File: src/eeprom_pkg.sv
`default_nettype none

package eeprom_pkg;

    // 24C16 style part, 2 KiB behind one device code
    localparam int ADDR_W = 11;
    localparam int DATA_W = 8;
    localparam logic [3:0] DEV_CODE = 4'b1010;

    // one scl period is four quarters
    localparam int SCL_QUARTER = 4;  // clk cycles per quarter
    localparam int QCNT_W = (SCL_QUARTER > 1) ? $clog2(SCL_QUARTER) : 1;

    // five commands do not fit in two bits
    typedef enum logic [2:0] {
        CMD_START,
        CMD_WRITE,
        CMD_READ_ACK,
        CMD_READ_NACK,
        CMD_STOP
    } bit_cmd_e;

    typedef enum logic [3:0] {
        S_IDLE,
        S_START,
        S_CTRL_WR,
        S_ADDR,
        S_DATA_WR,
        S_RESTART,  // repeated start before the read control byte
        S_CTRL_RD,
        S_DATA_RD,
        S_STOP,
        S_RESP
    } seq_state_e;

    typedef enum logic [2:0] {
        B_IDLE,
        B_START,
        B_SHIFT,
        B_ACK,  // ninth bit of a byte
        B_STOP
    } bit_state_e;

endpackage

`default_nettype wire

File: src/i2c_bit_engine.sv
`timescale 1ns/1ps
`default_nettype none

module i2c_bit_engine
    import eeprom_pkg::*;
(
    input  wire logic              CLK,
    input  wire logic              RESET,
    input  wire logic              cmd_valid,
    input  wire bit_cmd_e          cmd_op,
    input  wire logic [DATA_W-1:0] cmd_byte,
    input  wire logic              sda_in,
    output logic                   cmd_ready,
    output logic                   done,
    output logic [DATA_W-1:0]      rx_byte,
    output logic                   ack_seen,
    output logic                   scl,
    output logic                   sda_drive_low
);

    bit_state_e        state;
    bit_cmd_e          op;
    logic [QCNT_W-1:0] qcnt;
    logic [1:0]        quarter;
    logic [2:0]        bitcnt;
    logic [DATA_W-1:0] shreg;
    logic [1:0]        sda_sync;
    logic              accept;
    logic              tick;
    logic              finish;

    assign accept = cmd_valid && cmd_ready;
    assign tick   = (state != B_IDLE) && (qcnt == QCNT_W'(SCL_QUARTER - 1));

    // start, stop and ack end the command, a data bit never does
    assign finish = tick && (quarter == 2'd3) && (state != B_SHIFT);

    // each command opens with scl low, then quarters go low/high/high/low
    always_ff @(posedge CLK)
    begin
        if (RESET)
        begin
            state         <= B_IDLE;
            qcnt          <= '0;
            quarter       <= '0;
            bitcnt        <= '0;
            scl           <= 1'b1;  // bus idle
            sda_drive_low <= 1'b0;
            cmd_ready     <= 1'b1;
            done          <= 1'b0;
        end
        else
        begin
            done <= 1'b0;
            if (state == B_IDLE)
            begin
                qcnt    <= '0;
                quarter <= '0;
                bitcnt  <= '0;
                if (accept)
                begin
                    cmd_ready <= 1'b0;
                    scl       <= 1'b0;
                    case (cmd_op)
                        CMD_START:
                        begin
                            state         <= B_START;
                            sda_drive_low <= 1'b0;  // release before scl rises
                        end
                        CMD_STOP:
                        begin
                            state         <= B_STOP;
                            sda_drive_low <= 1'b1;
                        end
                        CMD_WRITE:
                        begin
                            state         <= B_SHIFT;
                            sda_drive_low <= ~cmd_byte[DATA_W-1];  // msb first
                        end
                        default:
                        begin
                            state         <= B_SHIFT;
                            sda_drive_low <= 1'b0;  // slave drives
                        end
                    endcase
                end
            end
            else
            begin
                qcnt <= tick ? '0 : qcnt + 1'b1;
                if (tick)
                begin
                    quarter <= quarter + 1'b1;
                    case (quarter)
                        2'd0: scl <= 1'b1;
                        2'd1:
                        begin
                            // sda moves while scl is high only here
                            if (state == B_START)
                                sda_drive_low <= 1'b1;
                            else if (state == B_STOP)
                                sda_drive_low <= 1'b0;
                        end
                        2'd2:
                        begin
                            if (state != B_STOP)
                                scl <= 1'b0;
                        end
                        default:
                        begin
                            if (state == B_SHIFT)
                            begin
                                if (bitcnt == 3'd7)
                                begin
                                    state         <= B_ACK;
                                    sda_drive_low <= (op == CMD_READ_ACK);
                                end
                                else
                                begin
                                    bitcnt        <= bitcnt + 1'b1;
                                    sda_drive_low <= (op == CMD_WRITE) && !shreg[DATA_W-1];
                                end
                            end
                            else
                            begin
                                state     <= B_IDLE;
                                done      <= 1'b1;
                                cmd_ready <= 1'b1;
                            end
                        end
                    endcase
                end
            end
        end
    end

    always_ff @(posedge CLK)
    begin
        sda_sync <= {sda_sync[0], sda_in};
        if (accept)
        begin
            op    <= cmd_op;
            shreg <= cmd_byte;
        end
        if (tick && quarter == 2'd1)  // middle of the high phase
        begin
            if (state == B_SHIFT)
                shreg <= {shreg[DATA_W-2:0], sda_sync[1]};
            if (state == B_ACK)
                ack_seen <= ~sda_sync[1];
        end
        if (finish && state == B_ACK)
            rx_byte <= shreg;
    end

    // only start and stop may move sda under a high scl
    a_sda_only_low_scl: assert property (@(posedge CLK) disable iff (RESET)
        (state != B_START && state != B_STOP && $changed(sda_drive_low)) |-> !scl);

    a_ready_only_idle: assert property (@(posedge CLK) disable iff (RESET)
        (state != B_IDLE) |-> !cmd_ready);

endmodule

`default_nettype wire

File: src/eeprom_ctrl.sv
`timescale 1ns/1ps
`default_nettype none

module eeprom_ctrl
    import eeprom_pkg::*;
(
    input  wire logic              CLK,
    input  wire logic              RESET,
    input  wire logic              req_valid,
    input  wire logic              req_write,
    input  wire logic [ADDR_W-1:0] req_addr,
    input  wire logic [DATA_W-1:0] req_wdata,
    output logic                   req_ready,
    output logic                   rsp_valid,
    input  wire logic              rsp_ready,
    output logic [DATA_W-1:0]      rsp_rdata,
    output logic                   rsp_nack,
    output logic                   cmd_valid,
    output bit_cmd_e               cmd_op,
    output logic [DATA_W-1:0]      cmd_byte,
    input  wire logic              cmd_ready,
    input  wire logic              done,
    input  wire logic [DATA_W-1:0] rx_byte,
    input  wire logic              ack_seen
);

    seq_state_e        state;
    seq_state_e        state_n;
    logic [ADDR_W-1:0] addr_r;
    logic [DATA_W-1:0] wdata_r;
    logic              write_r;
    logic              launch;
    logic              byte_state;

    function automatic bit_cmd_e op_for(input seq_state_e s);
        case (s)
            S_START, S_RESTART: return CMD_START;
            S_DATA_RD:          return CMD_READ_NACK;  // single byte, master nacks
            S_STOP:             return CMD_STOP;
            default:            return CMD_WRITE;
        endcase
    endfunction

    function automatic logic [DATA_W-1:0] byte_for(
        input seq_state_e        s,
        input logic [ADDR_W-1:0] addr,
        input logic [DATA_W-1:0] wdata
    );
        case (s)
            S_CTRL_WR: return {DEV_CODE, addr[ADDR_W-1:DATA_W], 1'b0};
            S_CTRL_RD: return {DEV_CODE, addr[ADDR_W-1:DATA_W], 1'b1};
            S_ADDR:    return addr[DATA_W-1:0];
            S_DATA_WR: return wdata;
            default:   return '0;
        endcase
    endfunction

    assign req_ready  = (state == S_IDLE);
    assign byte_state = (state == S_CTRL_WR) || (state == S_ADDR) ||
                        (state == S_DATA_WR) || (state == S_CTRL_RD);

    // a new bus step starts on every entry into a bus state
    assign launch = (state_n != state) && (state_n != S_IDLE) && (state_n != S_RESP);

    always_comb
    begin
        state_n = state;
        case (state)
            S_IDLE:    if (req_valid) state_n = S_START;
            S_START:   if (done) state_n = S_CTRL_WR;
            S_CTRL_WR: if (done) state_n = ack_seen ? S_ADDR : S_STOP;
            S_ADDR:
            begin
                if (done)
                begin
                    if (!ack_seen)
                        state_n = S_STOP;
                    else
                        state_n = write_r ? S_DATA_WR : S_RESTART;
                end
            end
            S_DATA_WR: if (done) state_n = S_STOP;
            S_RESTART: if (done) state_n = S_CTRL_RD;
            S_CTRL_RD: if (done) state_n = ack_seen ? S_DATA_RD : S_STOP;
            S_DATA_RD: if (done) state_n = S_STOP;
            S_STOP:    if (done) state_n = S_RESP;
            S_RESP:    if (rsp_ready) state_n = S_IDLE;
            default:   state_n = S_IDLE;
        endcase
    end

    always_ff @(posedge CLK)
    begin
        if (RESET)
        begin
            state     <= S_IDLE;
            rsp_valid <= 1'b0;
            cmd_valid <= 1'b0;
        end
        else
        begin
            state     <= state_n;
            rsp_valid <= (state_n == S_RESP);
            if (launch)
                cmd_valid <= 1'b1;
            else if (cmd_ready)
                cmd_valid <= 1'b0;  // taken by the engine
        end
    end

    always_ff @(posedge CLK)
    begin
        if (req_valid && req_ready)
        begin
            addr_r    <= req_addr;
            wdata_r   <= req_wdata;
            write_r   <= req_write;
            rsp_nack  <= 1'b0;
            rsp_rdata <= '0;
        end
        if (done && byte_state && !ack_seen)
            rsp_nack <= 1'b1;  // sticky until next request
        if (done && state == S_DATA_RD)
            rsp_rdata <= rx_byte;
        if (launch)
        begin
            cmd_op   <= op_for(state_n);
            cmd_byte <= byte_for(state_n, addr_r, wdata_r);
        end
    end

    a_rsp_hold: assert property (@(posedge CLK) disable iff (RESET)
        (rsp_valid && !rsp_ready) |=> rsp_valid && $stable(rsp_rdata) && $stable(rsp_nack));

    a_no_cmd_idle: assert property (@(posedge CLK) disable iff (RESET)
        (state == S_IDLE) |-> !cmd_valid);

endmodule

`default_nettype wire

File: src/eeprom_if_top.sv
`timescale 1ns/1ps
`default_nettype none

module eeprom_if_top
    import eeprom_pkg::*;
(
    input  wire logic              CLK,
    input  wire logic              RESET,
    input  wire logic              req_valid,
    output wire logic              req_ready,
    input  wire logic              req_write,
    input  wire logic [ADDR_W-1:0] req_addr,
    input  wire logic [DATA_W-1:0] req_wdata,
    output wire logic              rsp_valid,
    input  wire logic              rsp_ready,
    output wire logic [DATA_W-1:0] rsp_rdata,
    output wire logic              rsp_nack,
    output wire logic              scl,
    output wire logic              sda_drive_low,  // open drain, 1 pulls low
    input  wire logic              sda_in
);

    wire logic              cmd_valid;
    wire logic              cmd_ready;
    wire bit_cmd_e          cmd_op;
    wire logic [DATA_W-1:0] cmd_byte;
    wire logic              done;
    wire logic [DATA_W-1:0] rx_byte;
    wire logic              ack_seen;

    eeprom_ctrl ctrl_i (
        .CLK       (CLK),
        .RESET     (RESET),
        .req_valid (req_valid),
        .req_write (req_write),
        .req_addr  (req_addr),
        .req_wdata (req_wdata),
        .req_ready (req_ready),
        .rsp_valid (rsp_valid),
        .rsp_ready (rsp_ready),
        .rsp_rdata (rsp_rdata),
        .rsp_nack  (rsp_nack),
        .cmd_valid (cmd_valid),
        .cmd_op    (cmd_op),
        .cmd_byte  (cmd_byte),
        .cmd_ready (cmd_ready),
        .done      (done),
        .rx_byte   (rx_byte),
        .ack_seen  (ack_seen)
    );

    i2c_bit_engine engine_i (
        .CLK           (CLK),
        .RESET         (RESET),
        .cmd_valid     (cmd_valid),
        .cmd_op        (cmd_op),
        .cmd_byte      (cmd_byte),
        .sda_in        (sda_in),
        .cmd_ready     (cmd_ready),
        .done          (done),
        .rx_byte       (rx_byte),
        .ack_seen      (ack_seen),
        .scl           (scl),
        .sda_drive_low (sda_drive_low)
    );

endmodule

`default_nettype wire

File: config.mk
export PLATFORM = sky130hd
export DESIGN_NAME = eeprom_if_top
export DESIGN_NICKNAME = d
export VERILOG_FILES = /design/src/eeprom_pkg.sv /design/src/i2c_bit_engine.sv /design/src/eeprom_ctrl.sv /design/src/eeprom_if_top.sv
export SDC_FILE = /design/constraint.sdc
export NUM_CORES = 1
export LEC_CHECK = 0
export BUFFER_PORTS_ARGS = -buffer_cell sky130_fd_sc_hd__buf_4
export CORE_AREA = 4 4 106 108
export CTS_BUF_LIST = sky130_fd_sc_hd__clkbuf_8
export DETAILED_ROUTE_END_ITERATION = 8
export DIE_AREA = 0 0 110 112
export GPL_TIMING_DRIVEN = 0
export PLACE_DENSITY = 0.57
export SLEW_MARGIN = 25
export SYNTH_ARGS = -nofsm -noshare
export SYNTH_HDL_FRONTEND = slang
export SYNTH_SLANG_ARGS = --single-unit
File: constraint.sdc
create_clock -name CLK -period 4.9 [get_ports CLK]
set_input_delay 0.245 -clock CLK [delete_from_list [all_inputs] [get_ports CLK]]
set_output_delay 0.245 -clock CLK [all_outputs]
set_load 0.1 [all_outputs]
# Word level (Yosys, flattened, before mapping)
# Index checks and enable logic that the tools add are counted.
# totals
reg_bits	82
latchBits	0
ram_bits	0
romBits	0
in_bits	25
output_inout_bits	13
elab_cells	164
mem_count	0
# op_classes
n_addsub	3
n_mul	0
n_div	0
magnitude_cmp	0
n_eq_ne	42
shift	0
mux	49
n_bitwise	5
reduce_logical	42
# op_table
cell	n
2-to-1 mux 4 bit	12
2-to-1 mux 8 bit	5
case mux 4 bit (9 select lines)	1
== test 4 x 3 -> 1 bit (second input constant)	8
case mux 8 bit (4 select lines)	1
2-to-1 mux 1 bit	19
2-to-1 mux 3 bit	6
== test 4 x 2 -> 1 bit (second input constant)	4
== test 4 bit (second input constant)	4
AND reduction 4 bit	4
logical AND 1 bit	13
== test 3 x 1 -> 1 bit (second input constant)	3
== test 3 x 2 -> 1 bit (second input constant)	3
== test 3 bit (second input constant)	3
case mux 3 bit (3 select lines)	1
nonzero test 3 bit	3
== test 4 x 1 -> 1 bit (second input constant)	2
inequality test 2 x 1 -> 1 bit (second input constant)	4
OR reduction 2 bit	4
== test 2 bit (second input constant)	3
zero test 3 bit	2
inequality test 3 x 2 -> 1 bit (second input constant)	2
case mux 1 bit (2 select lines)	3
case mux 3 bit (2 select lines)	1
19 further kinds	30

# Depth between registers and ports, before layout
# logic_depth
ltp_word	8
mapped_depth	7
depth_no_buf	7

# Cells and area by module
# From an unflattened synthesis, not the netlist that was laid out.
# hier_totals
cells_unflattened	288
area_unflattened_um2	3647.2
# by_module_without_submodules
module	instances	cells_each	area_each_um2	seq_area_each_um2
eeprom_ctrl	1	145	2033.2	1311.3
i2c_bit_engine	1	143	1614.0	840.8

# Least setup slack after synthesis
# OpenSTA, ideal clock, no wires.
# synth_timing
path_kind	reg2reg
startpoint	register ctrl_i.state[0]
endpoint	register ctrl_i.rsp_rdata[0], enable pin
setup_time_ns	0.310
arrival_time_ns	4.570
t_required_ns	4.590
setup_slack_ns	0.020
path_stages_with_launch	6
path_buffers	1
period_less_slack_ns	4.880
path_cell_list	dfxtp_1 buf_4 nor4_1 nand2_1 inv_1 or2_2
# synth_between
elab_chain_len	3
elab_cells_between_ends	5
cone_classes	1 x eq/ne; 4 x reduce/logical
# synth_lines
element	line_no	rtl
start, declared	eeprom_ctrl.sv:27	seq_state_e state;
start signal, assigned	eeprom_ctrl.sv:102	state <= state_n;
zero test 4 bit	eeprom_ctrl.sv:58	assign req_ready = (state == S_IDLE);
net req_ready	eeprom_if_top.sv:10	output wire logic req_ready,
logical AND 1 bit	eeprom_ctrl.sv:113	if (req_valid && req_ready)
nonzero test 2 bit (no line)	--	
end signal, assigned	eeprom_ctrl.sv:124	rsp_rdata <= rx_byte;
end, declared	eeprom_ctrl.sv:16	output logic [DATA_W-1:0] rsp_rdata,
# The timed path passes the listed nets, and every way through them passes these cells.
# A chain may end at the register's enable or synchronous reset.

# Worst setup path in the final report
# layout_timing
startpoint	register engine_i.ack_seen
endpoint	register ctrl_i.cmd_op[1], enable pin
# layout_between
elab_chain_len	6
elab_cells_between_ends	12
cone_classes	2 x eq/ne; 7 x mux; 3 x reduce/logical
# layout_lines
element	line_no	rtl
start, declared	i2c_bit_engine.sv:16	output logic ack_seen,
start signal, assigned	i2c_bit_engine.sv:150	ack_seen <= ~sda_sync[1];
2-to-1 mux 4 bit (on tied branches)	eeprom_ctrl.sv:84, eeprom_ctrl.sv:71, eeprom_ctrl.sv:76	
2-to-1 mux 4 bit (on tied branches)	eeprom_ctrl.sv:84, eeprom_ctrl.sv:71, eeprom_ctrl.sv:74	
case mux 4 bit (9 select lines) *	eeprom_ctrl.sv:68	case (state)
inequality test 4 bit / nonzero test 4 bit (equally long branches)	eeprom_ctrl.sv:63	assign launch = (state_n != state) && (state_n != S_IDLE) && (state_n != S_RESP);
logical AND 1 bit	eeprom_ctrl.sv:63	
logical AND 1 bit *	eeprom_ctrl.sv:63	
net ctrl_i.launch	eeprom_ctrl.sv:32	logic launch;
end signal, assigned	eeprom_ctrl.sv:127	cmd_op <= op_for(state_n);
end, declared	eeprom_ctrl.sv:19	output bit_cmd_e cmd_op,
# The timed path passes the listed nets; every way through them passes the cells marked *.

==> results.md <==
- The run finished with clean final reports.
- The worst reg2reg path startpoint is engine_i.ack_seen$_DFFE_PP_.
- The number of cells traversed by the worst register-to-register path is 6.
- The source-to-sink clock delay at the later pin of the worst-skew pair is 0.35 ns.
- Once routing completed, OpenROAD measured the worst setup slack at 2.19 ns.
- The clock input transition at the sequential cells of the worst setup and hold paths is 0.09 ns.
- In this run the standard cell core region covers 0.0102 mm^2.
- During placement, the flow inserted port buffers numbering 37.
- The worst-case register-to-register setup slack is 2.19 ns.
- Counting the fill cells in the layout gives 967.
- For this design, the sink count on the clock tree is 82.
- For the worst setup path, the data required time is 4.87 ns.
- After synthesis, the share of flip-flops with an asynchronous set or reset is 0%.
- The dominant synthesized flop cell is sky130_fd_sc_hd__edfxtp_1.
- Counting along the longest clock path gives a buffer depth of 2.
- The first detailed-routing pass ran for 4 iterations.
- The count of inserted antenna diode cells is 0.
- Setup repair after global routing left no endpoint under its margin.
- The max-capacitance violation count is 0.
- Cells with a size suffix above 1 make up 21.0% of the layout.
- Measured along the y axis, the die boundary spans 112 um.
- In the routed design, unresolved DRC markers number 0.
- The number of I/O pins is 38.
- The worst-case headroom to the max-slew limit is approximately a third.
- The number of cells traversed by the worst hold path is 1.
- The final layout contains 380 nets.
- The initial antenna violation count came to 0.
- The max-slew violation total from the final report is 0.
- The number of H-tree levels is 3.
- After layout, the worst path uses 55.3% of the clock period.
- The sequential element share of the synthesized area is around three fifths.
- For the final database, setup skew stands at 0.0121 ns.
- Entering global routing, the biggest net connects 22 pins.
- The aggregate global routing overflow is 0.
- The floorplan step set the die width to 110 um.
- The post-CTS setup buffer count is 0.
- The type of destination of the critical path is a register.
- The cell leakage power is 1.66 nW.
- Row generation in the floorplan step produced 37 rows.
- The min-delay analysis places its worst path in the category primary input to register.
- The signal on the critical path passes through nor2b_1 -> o2111ai_1 -> o2111a_4 -> buf_12 -> o32ai_2 -> a21oi_1.
- The first global-routing pass estimated 11300 um of wire.
- The number of hold violations in the final report is 0.
- The TritonCTS buffer count is 9.
- Once detail routing completed, the nets flagged for antenna violations numbered 0.
- The via count of the first global-routing pass is 2377.
- The worst setup path is launched from a register.
- Setup violations remaining at the end of the flow were counted as 0.
- The power per cell area is 350 mW/mm^2.
- The cell count after synthesis came out at approximately 300.
- A synthesized cell averages 11.9 um^2.
- Routability-driven placement finished with a final weighted congestion of 0.789.
- The worst setup path is of the register to register kind.
- The number of vias in the routed layout is 2363.
- The slew at the pin with the worst max-slew slack is 0.979 ns.
- The final-layout setup total negative slack is 0 ns.
- The worst-path maximum fanout is 11.
- The achievable clock frequency is 369 MHz.
- In this design, the stage delay of the slowest critical-path cell is 0.77 ns.
- Data on the critical path arrives at its endpoint at 2.68 ns.
- After detailed routing, the average wire length per cell comes to around 13 um.
- The count of warnings emitted by yosys is 0.
- The area of the mapped netlist is roughly 0.0036 mm^2.
- The number of enable-type register cells in the synthesized netlist is 51.
- The count of different cell masters after synthesis is between 60 and 70.
- The sum of net half-perimeters after detailed placement is 4760 um.
- The die covers 0.0123 mm^2.
- The highest ir drop seen on vdd is 0.000128 V.
- Dividing the detail-routed via count by the number of cells gives about 4.8.
- The smallest clock period supported by the final layout is computed as about 2.7 ns.
- The clock tree from TritonCTS is done.
- OpenSTA, run right after detailed placement, puts the worst setup slack at 2.19 ns.
- The post-synth net total is 331.
- The wire length reported by the detailed router is 6590 um.
- The flip-flop and latch count after synthesis is 82.
- The destination of the worst register-to-register timing path is ctrl_i.cmd_op[1]$_DFFE_PP_.
- The growth of design area from synthesis to finish is 17.8%.
- The highest-delay cell along the critical path is sky130_fd_sc_hd__a21oi_1.
- In this run the clock root is driven by a sky130_fd_sc_hd__clkbuf_8.
- The startpoint identified for the worst hold timing path is req_addr[4].
- For hold timing, the worst endpoint is ctrl_i.addr_r[4]$_DFFE_PP_.
- The detailed router finished its first iteration with 71 violations.
- Across every metal layer, demand over resource in global routing totals 11.5%.
- The initial cell density of the core is 34.8%.
## how the worst max path moves through the flow
stage	start	end	slack, ns	depth (start not counted)
6_report	engine_i.ack_seen$_DFFE_PP_	ctrl_i.cmd_op[1]$_DFFE_PP_	2.19	6
3_5_place_dp	engine_i.ack_seen$_DFFE_PP_	ctrl_i.cmd_byte[3]$_DFFE_PP_	2.19	6
5_1_grt	engine_i.ack_seen$_DFFE_PP_	ctrl_i.cmd_op[1]$_DFFE_PP_	1.99	6
3_3_place_gp	engine_i.ack_seen$_DFFE_PP_	ctrl_i.cmd_byte[4]$_DFFE_PP_	2.23	6
2_1_floorplan	ctrl_i.state[0]$_SDFF_PP0_	ctrl_i.rsp_rdata[0]$_SDFFCE_PN0P_	0.02	5
4_1_cts	engine_i.ack_seen$_DFFE_PP_	ctrl_i.cmd_op[1]$_DFFE_PP_	2.17	6
## where the power goes
group	switching (mW)	internal, mW
logic	0.108	0.0715
registers	0.0363	0.806
clock network	0.258	0.188
total	0.403	1.07
## flip-flops by register name, summed over array words and instances (netlist names), 2 cells and up
register and cells:
ctrl_i.addr_r 11, ctrl_i.cmd_byte 8, ctrl_i.rsp_rdata 8, ctrl_i.wdata_r 8, engine_i.rx_byte 8, engine_i.shreg 8
ctrl_i.state 4, ctrl_i.cmd_op 3, engine_i.bitcnt 3, engine_i.op 3, engine_i.state 3, engine_i.qcnt 2
engine_i.quarter 2, engine_i.sda_sync 2
## stage by stage
stage / instance area [um^2] / instances / utilization [%] / power [mW] / hold slack [ns]
after global routing: 4200 / 489 / 41.1 / 1.54 / 0.0364
after floorplan: 3560 / 299 / - / 0.984 / 0.273
after detailed placement: 4010 / 472 / 39.2 / 1.04 / 0.316
after CTS: 4200 / 489 / 41.1 / 1.49 / 0.0460
after global placement: 4010 / 472 / 39.2 / 1.03 / 0.313
final: 4200 / 489 / 41.1 / 1.47 / 0.0599
## metal layers
layer / wire length [um] / part of all wire [%] / track usage [%] / vias up
met2: 2940 / 45 / 17.2 / 62
li1: - / - / - / 1188
met4: 105 / 1.6 / 4.49 / 0
met3: 349 / 5.3 / 2.55 / 11
met1: 3200 / 49 / 16.3 / 1102
met5: 0 / 0 / 0 / -
## kinds of logic after synthesis
logic type | synth area share [%]
xor gates and xnor gates | 0.737
buffers and inverters | 4.18
DFF | 60.4
and+or+nand+nor | 15.5
muxes | 3.97
AOI/OAI and AO/OA | 12.8
adders and majority gates | 2.46
## worst max-delay path: cells and delay by family (launching register included)
kind	cells	cell delay, ns
compound gates	4	1.48
flops	1	0.52
simple gates	1	0.20
buf+inv	1	0.13
## Yosys cell counts (all sizes together) (2+ instances only)
library cell	number	area, um^2
o21ai	11	55.1
or2	4	25.0
nand2	22	82.6
nand2b	3	18.8
buf	7	70.1
dfxtp	31	621
a21oi	17	88.8
and4	2	17.5
nor3b	3	27.5
nor3	7	46.3
inv	14	52.6
clkbuf	7	26.3
o211ai	2	20.0
nor2b	3	18.8
nor2	30	113
and2b	3	22.5
nand3	3	15.0
and3	2	12.5
a22o	7	61.3
ha	7	87.6
mux2i	13	130
nor4	2	12.5
a31oi	2	12.5
edfxtp	51	1530
and3b	2	17.5
nand4	2	12.5
and2	11	68.8
xnor2	2	17.5
a21o	3	22.5
o2111ai	2	17.5
a211oi	2	15.0
## layout by cell type (no fill, tap or decap), types with 3 or more instances in the layout
cell type                   n
sky130_fd_sc_hd__edfxtp_1  51
sky130_fd_sc_hd__o21ai_0    8
sky130_fd_sc_hd__nor3_1     6
sky130_fd_sc_hd__mux2i_1   13
sky130_fd_sc_hd__clkbuf_8   9
sky130_fd_sc_hd__nor2_1    30
sky130_fd_sc_hd__a21oi_1   16
sky130_fd_sc_hd__nor2b_1    3
sky130_fd_sc_hd__inv_1     14
sky130_fd_sc_hd__o21ai_1    3
sky130_fd_sc_hd__or2_2      4
sky130_fd_sc_hd__and2b_1    3
sky130_fd_sc_hd__nand3_1    3
sky130_fd_sc_hd__dfxtp_1   31
sky130_fd_sc_hd__a22o_1     7
sky130_fd_sc_hd__and2_1    11
sky130_fd_sc_hd__nand2_1   22
sky130_fd_sc_hd__buf_4     40
sky130_fd_sc_hd__ha_1       7
sky130_fd_sc_hd__a21o_1     3
sky130_fd_sc_hd__nand2b_1   3
sky130_fd_sc_hd__clkbuf_1   7
## what timing repair did
action / 4_1_cts / 5_1_grt
hold buffers: 1 / 0
resized for setup: 0 / 0
endpoints found under the hold margin: 1 / 0
## final cells by class
cell class	count	area (um^2)	area share (%)
sequential	82	2150	51.2
multi-input combinational	189	1260	30.1
timing repair buffer	38	288	6.85
tap	136	170	4.05
clock buffer	9	124	2.95
buffer	14	96.3	2.29
clock inverter	7	53.8	1.28
inverter	14	52.6	1.25
No activity file was read; power rests on OpenSTA's default activity.
